===== config.mk =====
export PLATFORM = sky130hd
export DESIGN_NAME = mvu_wgt_mem
export DESIGN_NICKNAME = d
export VERILOG_FILES = /design/src/rtl/mvu_pkg.sv /design/src/rtl/mvu_wgt_mem.sv
export SDC_FILE = /design/constraint.sdc
export NUM_CORES = 1
export LEC_CHECK = 0
export ABC_CLOCK_PERIOD_IN_PS = 4900
export BUFFER_PORTS_ARGS = -buffer_cell sky130_fd_sc_hd__clkbuf_2
export CORE_AREA = 2 2 157 159
export CTS_BUF_LIST = sky130_fd_sc_hd__clkbuf_16
export CTS_CLUSTER_DIAMETER = 60
export DETAILED_ROUTE_END_ITERATION = 7
export DIE_AREA = 0 0 159 161
export PLACE_DENSITY = 0.78
export SLEW_MARGIN = 20
export SYNTH_ARGS = -nofsm -noshare
export SYNTH_HDL_FRONTEND = slang
export SYNTH_SLANG_ARGS = --single-unit

===== constraint.sdc =====
create_clock -name clk -period 4.9 [get_ports clk]
set_input_delay 0.98 -clock clk [delete_from_list [all_inputs] [get_ports clk]]
set_output_delay 0.98 -clock clk [all_outputs]
set_load 0.01 [all_outputs]

===== src/rtl/mvu_pkg.sv =====
// sizes are fixed at compile time; SIMD must be a power of two and FOLD_MAX must equal 2**FOLD_W
`default_nettype none

package mvu_pkg;

   localparam int SIMD     = 4;                 // lanes per PE
   localparam int PE_NUM   = 2;                 // PE instances
   localparam int T_ACT    = 4;                 // signed activation bits
   localparam int T_WGT    = 4;                 // signed weight bits
   localparam int T_DST    = 16;                // signed result and accumulator bits

   // derived widths
   localparam int T_PROD   = T_ACT + T_WGT;     // full lane product
   localparam int T_IN     = SIMD * T_ACT;      // one input beat
   localparam int T_WROW   = SIMD * T_WGT;      // one PE row for one fold

   // fold addressing
   localparam int FOLD_MAX = 8;                 // deepest dot product
   localparam int FOLD_W   = 3;                 // fold address bits

   // pe indexing
   localparam int PE_W     = 1;                 // pe index bits

   // adder tree shape
   localparam int ADD_STAGES = 1;               // registers after the tree
   localparam int ADD_LVLS   = $clog2(SIMD);    // pairwise levels

endpackage : mvu_pkg

`default_nettype wire


===== src/rtl/mvu_wgt_mem.sv =====
// weights may only be written while no stream is in progress; the fold counter wraps at FOLD_MAX
`default_nettype none

module mvu_wgt_mem (
   input  logic                       clk,
   input  logic                       rst_n,
   input  logic                       wgt_we,
   input  logic [mvu_pkg::PE_W-1:0]   wgt_pe,
   input  logic [mvu_pkg::FOLD_W-1:0] wgt_addr,
   input  logic [mvu_pkg::T_WROW-1:0] wgt_data,
   input  logic                       in_v,
   input  logic                       in_last,
   input  logic [mvu_pkg::T_IN-1:0]   in_act,
   output logic                       beat_v,
   output logic                       beat_last,
   output logic [mvu_pkg::T_IN-1:0]   beat_act,
   output logic [mvu_pkg::T_WROW-1:0] beat_wgt [mvu_pkg::PE_NUM]
);

   import mvu_pkg::*;

   logic [T_WROW-1:0]  mem [PE_NUM][FOLD_MAX];  // one word per pe and fold
   logic [FOLD_W-1:0]  fold_q;                  // fold of the next beat

   // write port
   always_ff @(posedge clk) begin
      if (wgt_we) begin
         mem[wgt_pe][wgt_addr] <= wgt_data;
      end
   end

   // fold counter and beat flags
   always_ff @(posedge clk) begin
      if (!rst_n) begin
         fold_q    <= '0;
         beat_v    <= 1'b0;
         beat_last <= 1'b0;
      end else begin
         beat_v    <= in_v;
         beat_last <= in_v & in_last;
         if (in_v) begin
            if (in_last) begin
               fold_q <= '0;          // next beat starts a new dot product
            end else begin
               fold_q <= fold_q + 1'b1;
            end
         end
      end
   end

   // beat payload, all rows read at the current fold
   always_ff @(posedge clk) begin
      if (in_v) begin
         beat_act <= in_act;
         for (int p = 0; p < PE_NUM; p++) begin
            beat_wgt[p] <= mem[p][fold_q];
         end
      end
   end

endmodule : mvu_wgt_mem

`default_nettype wire


# Word-level counts from Yosys, hierarchy flattened
# Memories as Yosys holds them, arrays and structs flattened.
# Cells that the tools add are included.
# classes
addsub	1
reduce_logical	1
order_cmp	3
n_bitwise	3
n_mux	11
# ops
cell	count
$mux 128	1
$bmux 16 s3	2
$mux 16	5
$demux 16 s3	1
$ge 4x4->1 const B	2
$not 3->4	2
$lt 4x1->1 const B	1
$add 3x1->3 const B	1
$mux 3	1
$and 1x1->1	1
$logic_and 1x1->1	1
$mux 1	1
# word_totals
memories	1
ram_bits	256
output_inout_bits	50
word_cells	26
register_bits	53
# memory_table
memory	words	width	rd	rd_clocked_by_memory_dff	write_ports	line	text
mem	2	128	2	0	1	mvu_wgt_mem.sv:22	logic [T_WROW-1:0] mem [PE_NUM][FOLD_MAX];

# Logic depth before layout (Yosys ltp)
# depth
ltp_word	6
mapped_depth	5
depth_no_buf	4

# Worst setup path before layout
# No wires, ideal clock.
# synth_timing
kind	in2reg
from	input port wgt_addr[1] in the netlist's numbering
to	memory mem[0][80] in the netlist's numbering, enable pin
stages	3
setup_slack_ps	1492
required_time_ps	4470
n_path_buf	1
setup_time_ps	430
t_arrival_ps	2978
path_cell_list	clkbuf_1 > inv_1 > nor4_1
# synth_between
elab_chain_len	6
# synth_lines
element	line	text
from (decl)	mvu_wgt_mem.sv:9	input logic [mvu_pkg::FOLD_W-1:0] wgt_addr,
$not 3->4 (not written as such) *	mvu_wgt_mem.sv:28	mem[wgt_pe][wgt_addr] <= wgt_data;
$ge 4x4->1 (not written as such) or $lt 4x1->1 (tied branches)	mvu_wgt_mem.sv:28	
$logic_and 1x1->1 (not written as such)	mvu_wgt_mem.sv:28	
$mux 16 (not written as such)	mvu_wgt_mem.sv:28	
$demux 16 s3 *	mvu_wgt_mem.sv:28	
$mux 128 (not written as such) *	mvu_wgt_mem.sv:28	
to (decl)	mvu_wgt_mem.sv:22	
# Every way passes the cells marked *; elsewhere a longest branch is shown, timed or not.

# Final worst setup path
# layout_timing
from	register fold_q[1]
to	register beat_wgt[25] in the netlist's numbering, data pin
# layout_between
elab_chain_len	4
# layout_lines
element	line	text
from (decl)	mvu_wgt_mem.sv:23	logic [FOLD_W-1:0] fold_q;
from (signal assigned)	mvu_wgt_mem.sv:45	fold_q <= fold_q + 1'b1;
$not 3->4 (not written as such)	mvu_wgt_mem.sv:56	beat_wgt[p] <= mem[p][fold_q];
$bmux 16 s3	mvu_wgt_mem.sv:56	
$mux 16 (not written as such) (2 in series)	mvu_wgt_mem.sv:56	
to (signal, indexed assignment)	mvu_wgt_mem.sv:56	
to (decl)	mvu_wgt_mem.sv:17	output logic [mvu_pkg::T_WROW-1:0] beat_wgt [mvu_pkg::PE_NUM]
# No other way between the ends. The select of a mux whose other input is x is not followed.
# A chain may end at the register's enable or synchronous reset.

==> impl_results.md <==
* DRC at 0
* Initial antenna violation count at 0
* Layout area overhead at 16.53%
* Avg WL per Cell at 22.71 microns
* Final worst-path cycle share at 50.36%
* Top FF cell, synth: edfxtp_1
* Hold Vio Cnt, Final at 0
* Die footprint at 25600 sq um
* Status: finished clean
* Xor/xnor share of the synthesized area at 0%
* DR vias at 5154
* Max Clk Rate at 0.4053 GHz
* Synth area leader: edfxtp_1
* Port-buffer cells at 90
* Cell row count at 57
* Synthesized flop and latch total at 309
* Clock-pin slew on the worst setup and hold paths at 0.06 ns
* Post-Route Setup TNS at 0 ns
* Core box area at 23960 sq um
* DP Worst Slack at 2.367 ns
* Slew @ Worst Pin at 0.9355 ns
* Post-route cell area at 13250 sq um
* Final Critical Period at 2.468 ns
* Max cap viols at 0
* DRT iter0 DRCs at 470
* Crit. End Element: flop
* Hpwl dp at 12120 microns
* Yosys warning count at 0
* Post-Synth Adder-Cell Area at 0.1101%
* Worst hold path class: in -> reg
* Root Driver: clkbuf_16
* H-tree levels at 1
* Simple-Gate Fraction of Synth Area at 1.486%
* Slew Limit Fails at 0
* Critical path data required time at 5.18 ns
* Syn nets at 507
* Netlist cell types at 25
* Layout Cells excl Fill at 931
* Core Util, Final at 55.28%
* Cells on worst reg2reg path at 3
* Pwr Density at 405.8 nW/um^2
* Startpoint types: flop
* Maximum vdd drop at 0.0002726 V
* Post-synthesis sequential area ratio at 81.19%
* Largest family of logic cells by synthesized area: multiplexers
* Vias in the first global route at 5434
* Clk sinks at 309
* Overflow after GRT at 0
* Number of hold buffers added after cts at 0
* Largest stage delay on the critical path at 0.93 ns
* Fin nets at 628
* Boundary Pins at 91
* Initial Utilization at 47.44%
* FFs w/ async S/R, synth at 0%
* Worst-Skew Late Latency at 0.54 ns
* Crit path kind: reg -> reg
* CTS tree: built
* GPL Wtd Cong at 0.7690
* GRT Util Overall at 16.70%
* Worst hold slack at 0.6221 ns
* Skew final at 0.01657 ns
* DIE HEIGHT at 161 microns
* Top cells by area, synth: edfxtp_1, mux4_2, mux2_2
* Detailed Routing Iterations Pass 1 at 5
* Total routed wirelength at 21140 microns
* Synth Instances at 465
* CP Cell Sequence: buf_4 -> mux4_2 -> mux2_2
* Finish-stage setup viols at 0
* Antenna Violating Nets Remaining at 0
* Share of layout cells above drive strength 1 at 42.50%
* Drt via density at 5.536
* Postcts setup bufs at 0
* Syn Std Cell Area at 11370 sq um
* Power Total at 5.376 mW
* CTS max path bufs at 3
* RSZ-0062 raised after global routing: false
* Critical Path AT at 2.75 ns
* Reg2Reg Setup Slack at 2.43 ns
* Post-synthesis compound-gate area fraction at 0.1541%
* # diodes at 0
* Die Wd at 159 microns
* Leak pwr at 4.310 nW
* Critical path fanouts, max at 35
* CP max stage cell: dfxtp_2
* Mapped Avg Cell Area at 24.45 sq um
* Setup WS post-layout at 2.432 ns
* Hold Path Stages at 1
* Placed instance area at 12320 sq um
* # resized after CTS at 0
* Largest net degree at the start of global routing at 41
* Fillers at 1754
* Number of flops mapped to enable cells by yosys at 304
* Clock buffer count from CTS at 30
* First-pass GRT wire length at 32400 microns
* Rel. slew slack at 37.63%
* Area share of the largest cell type after synthesis at 80.31%
* Post-synthesis mux area share at 15.94%
* Cell Count Post-Placement at 878
## layer usage
layer	vias to the layer above	track usage, %	part of all wire, %
met4	0	3.719	1.9
met2	199	28.64	51
met1	2715	22.54	40
li1	2208	-	-
met3	32	3.287	6.8
met5	-	0	0
## cell type report
type	count	area, sq um	area share (%)
repair buffers	111	608.1	4.591
multi-input cells	133	2069	15.62
clock buffers	31	775.7	5.856
inverters	1	3.754	0.02834
flip-flops and latches	309	9234	69.71
clock inverters	22	150.1	1.133
well taps	324	405.4	3.060
## cells in the final DEF, fill, tap and decap left out, types with 2 or more instances in the layout
master / netlist / layout
buf_4: 0 / 21
bufinv_16: 0 / 2
clkbuf_16: 0 / 31
clkbuf_2: 0 / 90
clkinv_1: 0 / 9
clkinv_2: 0 / 3
dfxtp_1: 5 / 3
edfxtp_1: 304 / 304
inv_1: 1 / 7
mux2_2: 32 / 32
mux4_2: 64 / 64
nand2_1: 3 / 3
nand2b_1: 3 / 3
nand3_1: 3 / 3
nor2_1: 6 / 6
nor2b_1: 2 / 2
nor3_2: 0 / 8
nor4_2: 0 / 3
## cells in the mapped netlist (2+ instances only)
library cell / n
edfxtp_1: 304
mux4_2: 64
mux2_2: 32
clkbuf_1: 13
nor3_1: 8
nor2_1: 6
buf_6: 5
dfxtp_1: 5
buf_2: 3
nand2_1: 3
nand2b_1: 3
nand3_1: 3
nor4_1: 3
nor2b_1: 2
## path summary, 6_finish.rpt
kind | start | to
worst max-delay path | fold_q[1]$_SDFFE_PN0P_ | beat_wgt[25]$_DFFE_PP_
worst min-delay path | in_act[6] | beat_act[6]$_DFFE_PP_
worst max register to register | fold_q[1]$_SDFFE_PN0P_ | beat_wgt[25]$_DFFE_PP_
worst min register to register | mem[1][57]$_DFFE_PP_ | beat_wgt[9]$_DFFE_PP_
## power by group
part	switching (mW)	leakage (nW)	internal (mW)
Clock	0.904	0.474	1.24
Combinational	0.122	1.01	0.0989
Sequential	0.0307	2.82	2.98
Total	1.06	4.31	4.32
## state kept, by name (all words and copies together), names as in the netlist
| register | count |
|---|---|
| mem | 256 |
| fold_q | 3 |
| beat_wgt | 32 |
| beat_last | 1 |
| beat_v | 1 |
| beat_act | 16 |
## logic make-up after synthesis
logic type                 after synthesis
DFF                                    309
muxes                                   97
and+or+nand+nor                         32
buffers and inverters                   23
AOI/OAI and AO/OA                        3
adders and majority gates                1
## critical path, delay by kind of cell, from the launching register on
family                 cells  cell delay, ns
DFF                        1            0.93
muxes                      2            0.67
buffers and inverters      1            0.57
Power figures use the tool's default switching activity.
