[src/rtl/mvu_pkg.sv]
// sizes are fixed at compile time; SIMD must be a power of two and FOLD_MAX must equal 2**FOLD_W
`default_nettype none

package mvu_pkg;

   localparam int SIMD     = 4;                 // lanes per PE
   localparam int PE_NUM   = 2;                 // PE instances
   localparam int T_ACT    = 4;                 // signed activation bits
   localparam int T_WGT    = 4;                 // signed weight bits
   localparam int T_DST    = 16;                // signed result and accumulator bits

   // derived widths
   localparam int T_PROD   = T_ACT + T_WGT;     // full lane product
   localparam int T_IN     = SIMD * T_ACT;      // one input beat
   localparam int T_WROW   = SIMD * T_WGT;      // one PE row for one fold

   // fold addressing
   localparam int FOLD_MAX = 8;                 // deepest dot product
   localparam int FOLD_W   = 3;                 // fold address bits

   // pe indexing
   localparam int PE_W     = 1;                 // pe index bits

   // adder tree shape
   localparam int ADD_STAGES = 1;               // registers after the tree
   localparam int ADD_LVLS   = $clog2(SIMD);    // pairwise levels

endpackage : mvu_pkg

`default_nettype wire

[src/rtl/mvu_pe_adders.sv]
// SIMD must be a power of two; lane sums wrap silently at T_DST bits with no saturation
`default_nettype none

module mvu_pe_adders (
   input  logic                              clk,
   input  logic                              rst_n,
   input  logic                              in_v,
   input  logic                              in_last,
   input  logic signed [mvu_pkg::T_PROD-1:0] in_prod [mvu_pkg::SIMD],
   output logic                              out_v,
   output logic                              out_last,
   output logic signed [mvu_pkg::T_DST-1:0]  out_sum
);

   import mvu_pkg::*;

   logic signed [T_DST-1:0] node [0:ADD_LVLS][0:SIMD-1]; // tree nodes, level 0 = lanes
   logic signed [T_DST-1:0] sum_q [0:ADD_STAGES-1];      // pipelined tree result
   logic [ADD_STAGES-1:0]   v_q;                         // valid alongside sum
   logic [ADD_STAGES-1:0]   last_q;                      // last alongside sum

   // balanced pairwise reduction
   always_comb begin
      for (int l = 0; l <= ADD_LVLS; l++) begin
         for (int n = 0; n < SIMD; n++) begin
            node[l][n] = '0;                              // unused slots stay zero
         end
      end
      for (int k = 0; k < SIMD; k++) begin
         node[0][k] = T_DST'(in_prod[k]);                 // sign extend lane product
      end
      for (int l = 0; l < ADD_LVLS; l++) begin
         for (int n = 0; n < (SIMD >> (l + 1)); n++) begin
            node[l+1][n] = node[l][2*n] + node[l][2*n+1];
         end
      end
   end

   always_ff @(posedge clk) begin
      sum_q[0] <= node[ADD_LVLS][0];                      // root of tree
      for (int s = 1; s < ADD_STAGES; s++) begin
         sum_q[s] <= sum_q[s-1];
      end
   end

   always_ff @(posedge clk) begin
      if (!rst_n) begin
         v_q    <= '0;
         last_q <= '0;
      end else begin
         v_q[0]    <= in_v;
         last_q[0] <= in_v & in_last;                     // last only counts with valid
         for (int s = 1; s < ADD_STAGES; s++) begin
            v_q[s]    <= v_q[s-1];
            last_q[s] <= last_q[s-1];
         end
      end
   end

   assign out_v    = v_q[ADD_STAGES-1];
   assign out_last = last_q[ADD_STAGES-1];
   assign out_sum  = sum_q[ADD_STAGES-1];

endmodule : mvu_pe_adders

`default_nettype wire

[src/rtl/mvu_pe_acc.sv]
// accumulator wraps at T_DST bits; out_acc holds the total only in the cycle out_v is high
`default_nettype none

module mvu_pe_acc (
   input  logic                             clk,
   input  logic                             rst_n,
   input  logic                             in_v,
   input  logic                             in_last,
   input  logic signed [mvu_pkg::T_DST-1:0] in_sum,
   output logic                             out_v,
   output logic signed [mvu_pkg::T_DST-1:0] out_acc
);

   import mvu_pkg::*;

   logic                    first_q;  // next beat starts a new dot product
   logic signed [T_DST-1:0] acc_q;    // running total over folds

   // control state
   always_ff @(posedge clk) begin
      if (!rst_n) begin
         first_q <= 1'b1;               // first beat after reset loads
         out_v   <= 1'b0;
      end else begin
         out_v <= in_v & in_last;       // one pulse per dot product
         if (in_v) begin
            first_q <= in_last;         // restart after each last
         end
      end
   end

   // payload
   always_ff @(posedge clk) begin
      if (in_v) begin
         if (first_q) begin
            acc_q <= in_sum;            // drop previous total
         end else begin
            acc_q <= acc_q + in_sum;
         end
      end
   end

   assign out_acc = acc_q;

endmodule : mvu_pe_acc

`default_nettype wire

[src/rtl/mvu_pe.sv]
// multi-bit signed operands only; beat flags must arrive aligned with the activation and weight words
`default_nettype none

module mvu_pe (
   input  logic                             clk,
   input  logic                             rst_n,
   input  logic                             beat_v,
   input  logic                             beat_last,
   input  logic [mvu_pkg::T_IN-1:0]         beat_act,
   input  logic [mvu_pkg::T_WROW-1:0]       beat_wgt,
   output logic                             pe_v,
   output logic signed [mvu_pkg::T_DST-1:0] pe_result
);

   import mvu_pkg::*;

   logic signed [T_ACT-1:0]  act_lane [SIMD];  // per-lane activation
   logic signed [T_WGT-1:0]  wgt_lane [SIMD];  // per-lane weight
   logic signed [T_PROD-1:0] prod     [SIMD];  // per-lane product
   logic                     add_v;            // tree output valid
   logic                     add_last;         // tree output last
   logic signed [T_DST-1:0]  add_sum;          // lane sum for this fold

   // lane k sits at bits k*width upward in both words
   for (genvar k = 0; k < SIMD; k++) begin : g_lane
      assign act_lane[k] = beat_act[k*T_ACT +: T_ACT];
      assign wgt_lane[k] = beat_wgt[k*T_WGT +: T_WGT];
      assign prod[k]     = act_lane[k] * wgt_lane[k];  // signed, full width
   end

   // one register stage
   mvu_pe_adders mvu_pe_adders_i (
      .clk      (clk),
      .rst_n    (rst_n),
      .in_v     (beat_v),
      .in_last  (beat_last),
      .in_prod  (prod),
      .out_v    (add_v),
      .out_last (add_last),
      .out_sum  (add_sum)
   );

   // one more stage, result on last fold
   mvu_pe_acc mvu_pe_acc_i (
      .clk     (clk),
      .rst_n   (rst_n),
      .in_v    (add_v),
      .in_last (add_last),
      .in_sum  (add_sum),
      .out_v   (pe_v),
      .out_acc (pe_result)
   );

endmodule : mvu_pe

`default_nettype wire

[config.mk]
export PLATFORM = sky130hd
export DESIGN_NAME = mvu_pe
export DESIGN_NICKNAME = d
export VERILOG_FILES = /design/src/rtl/mvu_pkg.sv /design/src/rtl/mvu_pe_adders.sv /design/src/rtl/mvu_pe_acc.sv /design/src/rtl/mvu_pe.sv
export SDC_FILE = /design/constraint.sdc
export NUM_CORES = 1
export LEC_CHECK = 0
export BUFFER_PORTS_ARGS = -buffer_cell sky130_fd_sc_hd__buf_2
export CAP_MARGIN = 20
export CORE_ASPECT_RATIO = 1.2
export CORE_MARGIN = 5
export CORE_UTILIZATION = 25
export DETAILED_ROUTE_END_ITERATION = 6
export GPL_TIMING_DRIVEN = 0
export PLACE_DENSITY = 0.43
export REMOVE_ABC_BUFFERS = 1
export SYNTH_ARGS = -nofsm -noshare
export SYNTH_HDL_FRONTEND = slang
export SYNTH_HIERARCHICAL = 1
export SYNTH_SLANG_ARGS = --single-unit
[constraint.sdc]
create_clock -name clk -period 8.15 [get_ports clk]
set_input_delay 1.63 -clock clk [delete_from_list [all_inputs] [get_ports clk]]
set_output_delay 1.63 -clock clk [all_outputs]
set_load 0.01 [all_outputs]
[Word level (Yosys, flattened, before mapping)]
Memory sizes are Yosys's and may differ from the RTL's.
Cells that the tools add are included.
Widths: inputs -> output; s select.
Storage, ports and cells
  flip-flop bits (word level): 20
  bits in writable memories: 16
  input bits: 36
  output and inout port bits: 17
  word-level logic and storage cells: 17
  memories: 1
Cells by class
  add/subtract/negate cells: 4
  multiply operators: 4
  mux-type cells: 1
  bitwise logic cells: 2
Memory list
  mvu_pe_adders_i.sum_q: words 1, bits a word 16, rd ports 1, clocked after Yosys merged registers in 0, wr ports 1, line mvu_pe_adders.sv:18  | logic signed [T_DST-1:0] sum_q [0:ADD_STAGES-1];
Operators by type and width (number)
  $add 16x16->16: 2
  $mul 4x4->8: 4
  $add 8x8->9: 2
  $mux 16: 1
  $and 1x1->1: 2

[Depth between registers and ports, before layout]
Gate-level depths: netlist (run 1).
  word-level depth: 3
  gate-level depth with buffers: 19
  mapped depth without buffers: 19

[Hierarchy]
Netlist (run 1), hierarchy kept.
Modules (own cells, without submodules)
  mvu_pe: times used 1, cells each 238, area each 2283.4 µm², sequential area each 0.0 µm²
  mvu_pe_acc: times used 1, cells each 151, area each 1490.2 µm², sequential area each 520.5 µm²
  mvu_pe_adders: times used 1, cells each 113, area each 1107.3 µm², sequential area each 240.2 µm²

[Worst setup path before layout (run 1)]
OpenSTA, ideal clock, no wires.
  path kind: input port to flip-flop
  start point: in beat_act[12] (netlist name)
  end point: mem mvu_pe_adders_i.sum_q[0][14]
  setup time: 0.121 ns
  arrival: 6.141 ns
  data required time: 8.029 ns
  slack: 1.888 ns
  stages: 17
  path buffers: 0
  cell sequence: nand2b_1 -> fa_1 -> fa_1 -> inv_1 -> fa_1 -> ha_1 -> fa_1 -> a21o_1 -> a21oi_1 -> xnor2_1 -> fa_1 -> fa_1 -> ha_1 -> a21oi_1 -> o21a_1 -> o31ai_2 -> xnor2_1
RTL lines
  start, declared: line mvu_pe.sv:9  | input logic [mvu_pkg::T_IN-1:0] beat_act,
  end, declared: line mvu_pe_adders.sv:18

==> impl_metrics.yaml, run 1 <==
sta:
  finalHoldViolCount: 0
  setup_ws_ns: 1.848
  setup_viol_count_final: 0
  skew_ns: 0.003441
  slew_headroom: 0.4208
  timing.setup.tns_ns: 0
  layout_min_cycle_time_ns: 6.302
  post-route-period-util: 0.7733
  rsz0062_at_grt: "no"
  hold_slack_ns: 0.4767
  timing.final.max_slew_violations: 0
  worstMarginPinSlew_ns: 0.8676
  maxClockFrequency_mhz: 158.7
cts:
  cts.htree.levels: 2
  tritoncts: "built"
  clockBufferDepth: 2
  clock-sinks: 30
  cts_hold_buffers: 0
  root_buffer: "clkbuf_16"
  numCtsBuffers: 5
  cts-resized-gates: 0
  clkLatencyLatePin_ns: 0.28
  post_cts_buffers: 0
  clk_pin_slew_ns: 0.05
setup_path:
  r2r-end: "mvu_pe_acc_i/out_acc[14]"
  startpoint_type: "primary input"
  critPathKind: "in -> reg"
  worstPathRequired_ns: 8.30
  worstPathArrival_ns: 6.46
  r2r_slack_ns: 5.52
  crit_fanout: 4
  timing.rr.start: "mvu_pe_acc_i/out_acc[0]"
  worstRegToRegCells: 8
  cp-end-kind: "register"
global_routing:
  grt.met1_usage: 0.1092
  antenna_found_initial: 0
  top_usage_layer: "met2"
  grt_pass1_vias: 3643
  grt.met3_usage: 0.009550
  grt.overflow.total: 0
  met2_usage: 0.1670
  groute.usage.overall: 0.08976
  grt_start_max_net_pins: 35
  grt_pass1_wl_um: 16570
worst_hold_path:
  min_path_type: "reg -> reg"
  hold_path_end: "mvu_pe_acc_i/first_q"
  min-delay-start: "mvu_pe_adders_i/out_last"
  hold_path_depth: 2
power_and_ir_drop:
  p_per_area_nw_per_um2: 419.8
  ir_drop_v: 0.0003567
  p_leak_nw: 2.789
  power_mw: 2.327
layout:
  antenna_cells_inserted: 0
  final_cells: 813
  drive_gt1_frac: 0.1576
  area_growth_pct: 13.59
  nNetsFinal: 713
  fin_area_um2: 5544
  utilization: 0.2857
synthesis:
  ys_seq_elements: 30
  synth_top_area_share: 0.2215
  synthCells: 502
  yosysWarnings: 6
  syn_area_um2: 4881
  synth_area_leaders: "fa_1 22%, ha_1 18%, edfxtp_1 9.8%"
  synth_edf_count: 16
  ys_seq_area_frac: 0.1559
  synthFlopType: "edfxtp_1"
  yosysUniqueCellTypes: 51
  avgSynthCellArea_um2: 9.723
  synth.top_cells.by_count: "84 x inv_1, 72 x ha_1, 54 x fa_1, 37 x and2_1, 36 x nand2_1"
  async_flop_share: 0
  yosys.area.top_type: "fa_1"
  synth_most_common_cell: "inv_1"
floorplan:
  initial_core_util: 0.2515
  rows: 56
  die_h_um: 163.1
  dieArea_um2: 22430
  core_um2: 19410
  ios: 53
  die_x_um: 137.6
route:
  ant_nets: 0
  drt_iter0_drc: 69
  vias_per_cell: 4.197
  firstDrtPassIters: 4
  wl_um: 9349
  remaining_drc_errors: 0
  vias: 3412
  routedWlPerCell_um: 11.50
placed_design:
  place_ws_ns: 1.512
  portBuffers: 52
  place.gp.congestion: 0.7933
  hpwlAfterDp_um: 8298
  dpl_cell_area_um2: 5379
  dp_cells: 804
flow_run:
  drv_cap: 0
outcome:
  status: "finished clean"
==> sequential cells by signal, indices dropped and copies added, names as in the netlist <==
register	count
mvu_pe_acc_i/out_v	1
mvu_pe_adders_i/out_last	1
mvu_pe_acc_i/out_acc	16
mvu_pe_adders_i/out_v	1
mvu_pe_adders_i/sum_q	10
mvu_pe_acc_i/first_q	1
==> per-layer routing <==
| layer | part of all wire | routed length (um) |
|---|---|---|
| met5 | 0 | 0 |
| met4 | 0.011 | 106 |
| met3 | 0.026 | 245 |
| met2 | 0.53 | 4939 |
| met1 | 0.43 | 4058 |
==> layout make-up <==
type	instances	area, um2
clock buffers	6	138.9
clock inverters	2	11.26
fillers	2090	13860
inverters	84	315.3
multi-input cells	377	3716
flip-flops and latches	30	760.7
well taps	261	326.6
repair buffers	53	275.3
==> worst max-delay path: stages <==
cell	delay, ns
buf_2	0.11
nand2b_1	0.16
fa_1	0.50
fa_1	0.51
inv_1	0.05
fa_1	0.45
ha_1	0.24
fa_1	0.40
a21o_1	0.19
a21oi_1	0.16
xnor2_1	0.13
fa_1	0.60
fa_1	0.43
ha_1	0.34
nor2b_1	0.17
a221oi_1	0.27
nand2_1	0.11
==> report_power, final <==
part	total [mW]	switching, mW	internal, mW
registers	0.282	0.0390	0.243
clock network	0.189	0.0678	0.121
logic	1.86	1.00	0.853
total	2.33	1.11	1.22
==> cells by family after synthesis <==
| group | count (synthesis) | synth area share |
|---|---|---|
| adder cells (fa/ha/maj) | 126 | 0.4060 |
| AND/OR/NAND/NOR | 121 | 0.1325 |
| buffers and inverters | 95 | 0.08280 |
| AO/OA/AOI/OAI | 77 | 0.1084 |
| XOR/XNOR | 44 | 0.09331 |
| flip-flops | 30 | 0.1559 |
| multiplexers | 9 | 0.02102 |
==> cell usage in the layout, fill, tap and decap left out, drive strengths merged, types with 6 or more instances in the layout <==
| master | Yosys | layout |
|---|---|---|
| edfxtp | 16 | 16 |
| xor2 | 14 | 14 |
| dfxtp | 14 | 14 |
| fa | 54 | 54 |
| mux2 | 7 | 7 |
| inv | 84 | 85 |
| nor2 | 9 | 9 |
| ha | 72 | 72 |
| buf | 8 | 53 |
| and3 | 7 | 7 |
| nor2b | 9 | 9 |
| nand2 | 39 | 39 |
| o21ai | 18 | 18 |
| a21o | 14 | 14 |
| and2 | 37 | 37 |
| nand3 | 6 | 6 |
| a21oi | 24 | 24 |
| xnor2 | 26 | 26 |
| clkbuf | 3 | 6 |
==> worst max-delay path by stage <==
stage / depth (start not counted) / from / end
floorplan: 17 / beat_act[12] / mvu_pe_adders_i/sum_q[0][14]
global placement: 17 / beat_act[12] / mvu_pe_adders_i/sum_q[0][8]
detailed placement: 17 / beat_act[12] / mvu_pe_adders_i/sum_q[0][8]
CTS: 17 / beat_act[12] / mvu_pe_adders_i/sum_q[0][8]
global route: 18 / beat_act[8] / mvu_pe_adders_i/sum_q[0][8]
finish: 17 / beat_act[12] / mvu_pe_adders_i/sum_q[0][8]
(Power assumes the default switching activity.)
==> run 2: changes to the inputs <==
- clock period: 8.15 -> 6.1 ns (I/O delays scaled with it)
==> run 2 against run 1 <==
Utilization rose by 0.23 points. Clock power grew 33%. Design area rose by 0.79%. Critical path depth is 1 higher. Critical endpoint is now mvu_pe_adders_i/sum_q[0][14]. Sequential power up 34%. Worst hold slack is the same. Critical path type unchanged. Combinational power increased by 46%. Highest routed layer unchanged. Clock-buffer cell count unchanged.
==> impl_metrics.yaml, run 2 (synthesis results as in run 1) <==
sta:
  slew_headroom: 0.4208
  timing.final.max_slew_violations: 0
  rsz0062_at_grt: "no"
  worstMarginPinSlew_ns: 0.8676
  maxClockFrequency_mhz: 172.3
  post-route-period-util: 0.9517
  skew_ns: 0.003442
  hold_slack_ns: 0.4767
  timing.setup.tns_ns: 0
  layout_min_cycle_time_ns: 5.805
  finalHoldViolCount: 0
  setup_viol_count_final: 0
  setup_ws_ns: 0.2946
placed_design:
  place.gp.congestion: 0.7933
  portBuffers: 52
  dp_cells: 804
  hpwlAfterDp_um: 8298
  place_ws_ns: -0.1280
power_and_ir_drop:
  power_frac_clock: 0.075
  internal_power_mw: 1.767
  p_per_area_nw_per_um2: 597.3
  p_seq_frac: 0.113
  ir_drop_v: 0.0004990
  power_frac_comb: 0.812
  swShare: 0.4706
  p_sw_mw: 1.571
  p_leak_nw: 2.792
layout:
  largest_reg_flops: 16
  drive_gt1_frac: 0.1685
  multi_input_area_um2: 3760
  nNetsFinal: 713
  area_growth_pct: 14.48
  final_common_cell: "inv_1"
  seq_area_um2: 760.7
  utilization: 0.2879
  final_cells: 813
  antenna_cells_inserted: 0
  final_cell_mix: "84 x inv_1, 70 x ha_1, 54 x fa_1"
  nFillCells: 2087
worst_hold_path:
  hold_path_depth: 2
  min-delay-start: "mvu_pe_adders_i/out_last"
  min_path_type: "reg -> reg"
cts:
  root_buffer: "clkbuf_16"
  cts.htree.levels: 2
  tritoncts: "built"
  post_cts_buffers: 0
  cts-resized-gates: 0
  clk_pin_slew_ns: 0.05
  clkLatencyLatePin_ns: 0.28
  numCtsBuffers: 5
  cts_hold_buffers: 0
  clockBufferDepth: 2
  clock-sinks: 30
global_routing:
  groute.usage.overall: 0.08976
  antenna_found_initial: 0
  grt_start_max_net_pins: 35
  grt_pass1_vias: 3643
  grt.overflow.total: 0
  grt_pass1_wl_um: 16570
floorplan:
  core_um2: 19410
  initial_core_util: 0.2515
  ios: 53
  rows: 56
  die_h_um: 163.1
  dieArea_um2: 22430
  die_x_um: 137.6
setup_path:
  worstPathArrival_ns: 5.97
  worstPathRequired_ns: 6.26
  cp-end-kind: "register"
  timing.rr.start: "mvu_pe_acc_i/out_acc[0]"
  crit_path_start: "beat_act[12]"
  crit_fanout: 5
  critPathKind: "in -> reg"
  worstRegToRegCells: 8
  startpoint_type: "primary input"
route:
  ant_nets: 0
  wl_um: 9381
  drt_iter0_drc: 62
  firstDrtPassIters: 4
  remaining_drc_errors: 0
  vias: 3422
  vias_per_cell: 4.209
  routedWlPerCell_um: 11.54
outcome:
  status: "finished clean"
flow_run:
  drv_cap: 0
[run 2: per-layer routing]
layer / share of wire / GRT usage / routed length [um] / vias to the layer above
met5: 0 / 0 / 0 / -
met4: 0.013 / 0.02178 / 123 / 0
met3: 0.026 / 0.009550 / 247 / 9
met2: 0.53 / 0.1670 / 4954 / 34
met1: 0.43 / 0.1092 / 4056 / 1631
li1: - / - / - / 1748
[run 2: through the flow]
stage	cell area, um2	power (mW)
after global routing	5588	3.813
after detailed placement	5379	2.899
after CTS	5529	3.168
final	5588	3.338
after global placement	5379	2.869
after floorplan	4792	2.417
[run 2: worst max-delay path, stage by stage]
cell	delay [ns]
buf_2	0.11
nand2b_1	0.16
fa_1	0.50
fa_1	0.51
inv_1	0.05
fa_1	0.45
ha_1	0.24
fa_1	0.40
a21o_1	0.19
a21oi_1	0.16
xnor2_1	0.18
fa_1	0.51
fa_1	0.58
ha_4	0.23
a21oi_1	0.13
o21a_1	0.15
o31ai_2	0.07
xnor2_1	0.12
[run 2: path summary, 6_finish.rpt]
path / end / slack (ns)
max: mvu_pe_adders_i/sum_q[0][14] / 0.29
min: mvu_pe_acc_i/first_q / 0.48
max reg2reg: mvu_pe_acc_i/out_acc[14] / 3.46
min reg2reg: mvu_pe_acc_i/first_q / 0.48
[run 2: layout make-up]
type	count	share of cell area
Multi-Input combinational cell	377	0.6729
Sequential cell	30	0.1361
Tap cell	261	0.05844
Inverter	84	0.05643
Timing Repair Buffer	53	0.04926
Clock buffer	6	0.02485
Clock inverter	2	0.002015
[run 2: power by group through the flow]
stage	Sequential, mW	Clock [mW]	Combinational, mW
global placement	0.384	0	2.48
global route	0.387	0.270	3.16
finish	0.377	0.252	2.71
detailed placement	0.385	0	2.51
floorplan	0.377	0	2.04
CTS	0.381	0.260	2.53
==> run 3: changes to the inputs <==
--- a/config.mk
+++ b/config.mk
@@ -14,4 +14,5 @@
 export GPL_TIMING_DRIVEN = 0
-export PLACE_DENSITY = 0.43
+export PLACE_DENSITY = 0.44
 export REMOVE_ABC_BUFFERS = 1
+export SKIP_CTS_REPAIR_TIMING = 1
 export SYNTH_ARGS = -nofsm -noshare
==> constraint.sdc (replaced) <==
create_clock -name clk -period 5.15 [get_ports clk]
set_input_delay 1.03 -clock clk [delete_from_list [all_inputs] [get_ports clk]]
set_output_delay 1.03 -clock clk [all_outputs]
set_load 0.02 [all_outputs]
==> run 3 against run 2 <==
The flow now finishes with violations (negative setup slack). First-iteration DRC count is 47% higher. Critical path depth is 1 higher. Design area is 6.9% higher.
==> impl_metrics.yaml, run 3 (synthesis results as in run 1) <==
global_routing:
  grt_pass1_vias: 3646
  grt.met3_usage: 0.01140
  grt_pass1_wl_um: 16220
  antenna_found_initial: 0
  grt_start_max_net_pins: 35
  met2_usage: 0.1694
  groute.usage.overall: 0.08831
  grt.overflow.total: 0
  top_usage_layer: "met2"
  grt.met1_usage: 0.1003
route:
  firstDrtPassIters: 4
  vias: 3397
  routedWlPerCell_um: 11.90
  drt_iter0_drc: 91
  vias_per_cell: 4.148
  remaining_drc_errors: 0
  ant_nets: 0
  wl_um: 9745
layout:
  largest_reg_flops: 16
  final_common_cell: "inv_1"
  final_cell_mix: "76 x inv_1, 57 x ha_1, 47 x fa_1"
  final_cells: 819
  nFillCells: 1997
  nNetsFinal: 719
  antenna_cells_inserted: 0
  area_growth_pct: 22.43
  drive_gt1_frac: 0.2742
sta:
  post-route-period-util: 1.055
  skew_ns: 0.006313
  hold_slack_ns: 0.4704
  setup_viol_count_final: 3
  finalHoldViolCount: 0
  timing.final.max_slew_violations: 0
  setup_ws_ns: -0.2856
  slew_headroom: 0.3024
  rsz0062_at_grt: "yes"
  layout_min_cycle_time_ns: 5.436
  worstMarginPinSlew_ns: 1.045
  maxClockFrequency_mhz: 184.0
placed_design:
  place.gp.congestion: 0.7986
  hpwlAfterDp_um: 8138
  dp_cells: 804
  portBuffers: 52
cts:
  numCtsBuffers: 5
  cts.htree.levels: 2
  tritoncts: "built"
  clkLatencyLatePin_ns: 0.28
  clock-sinks: 30
  clockBufferDepth: 2
  root_buffer: "clkbuf_16"
  clk_pin_slew_ns: 0.05
floorplan:
  core_um2: 19410
  rows: 56
  die_x_um: 137.6
  initial_core_util: 0.2515
  ios: 53
  dieArea_um2: 22430
  die_h_um: 163.1
setup_path:
  worstPathRequired_ns: 5.31
  crit_fanout: 5
  startpoint_type: "primary input"
  critPathKind: "in -> reg"
  cp_num_buf_inv: 3
  crit_slowest_cell: "fa_2"
  max_stage_delay_ns: 0.59
  worstPathArrival_ns: 5.59
  crit_chain: "buf_8, nand2b_4, fa_1, fa_1, inv_1, fa_1, ha_2, inv_2, fa_2, nand2b_4, a21oi_4, xnor2_2, fa_2, fa_2, ha_4, a21oi_2, o21a_1, o31ai_2, xnor2_1"
  cp-end-kind: "register"
  critPathTopFamily: "adder cells"
worst_hold_path:
  min_path_type: "reg -> reg"
outcome:
  status: "complete, but fails checks"
  violations: "negative setup slack"
flow_run:
  drv_cap: 0
run 3: cell count changes in the layout (fill, tap and decap cells not counted), moves of 6 or more:
| cell | delta |
|---|---|
| a21oi_1 | -6 |
| buf_2 | -11 |
| buf_4 | +12 |
| fa_1 | -7 |
| fa_2 | +7 |
| ha_1 | -13 |
| ha_4 | +10 |
| inv_1 | -8 |
| inv_2 | +8 |
| nand2_1 | -6 |
| nand2_2 | +6 |
run 3: cell type report:
class	count	area, um2	area share
Clock buffer	6	138.9	0.02324
Clock inverter	2	11.26	0.001884
Inverter	84	315.3	0.05276
Multi-Input combinational cell	377	4060	0.6794
Sequential cell	30	760.7	0.1273
Tap cell	261	326.6	0.05465
Timing Repair Buffer	59	362.8	0.06072
run 3: worst reg2reg max path, stage by stage, from the launching register on:
cell and delay, ns:
edfxtp_1 0.39, ha_1 0.23, fa_1 0.40, a21o_2 0.26, a221oi_2 0.45, o211ai_1 0.15
a31oi_1 0.25, xor2_1 0.16, o21ai_0 0.08
run 3: worst paths after layout:
kind	startpoint	endpoint	slack, ns	cells past startpoint
max	beat_act[8]	mvu_pe_adders_i/sum_q[0][14]	-0.29	19
min	mvu_pe_adders_i/out_last	mvu_pe_acc_i/first_q	0.47	2
min reg2reg	mvu_pe_adders_i/out_last	mvu_pe_acc_i/first_q	0.47	2
max reg2reg	mvu_pe_acc_i/out_acc[0]	mvu_pe_acc_i/out_acc[12]	2.50	8
run 3: per-stage QoR:
step / utilization / setup slack, ns / setup TNS (ns) / instance area, um2
floorplan: - / -0.5122 / -1.390 / 4792
global placement: 0.2771 / -0.8877 / -3.318 / 5379
detailed placement: 0.2771 / -0.9205 / -3.494 / 5379
CTS: 0.2849 / -0.6211 / -1.923 / 5529
global route: 0.3079 / -0.4753 / -1.222 / 5976
finish: 0.3079 / -0.2856 / -0.6016 / 5976
run 3: metal layers:
layer  routed length, um  share of wire  vias to the layer above
li1                    -              -                     1749
met3                 261          0.027                        5
met2                5401           0.55                       30
met1                3980           0.41                     1613
met4                 103          0.011                        0
met5                   0              0                        -
Power of run 3 is left out: the tool's default activity adds up to more than one toggle a clock period on the data nets, which glitch-free logic cannot reach.
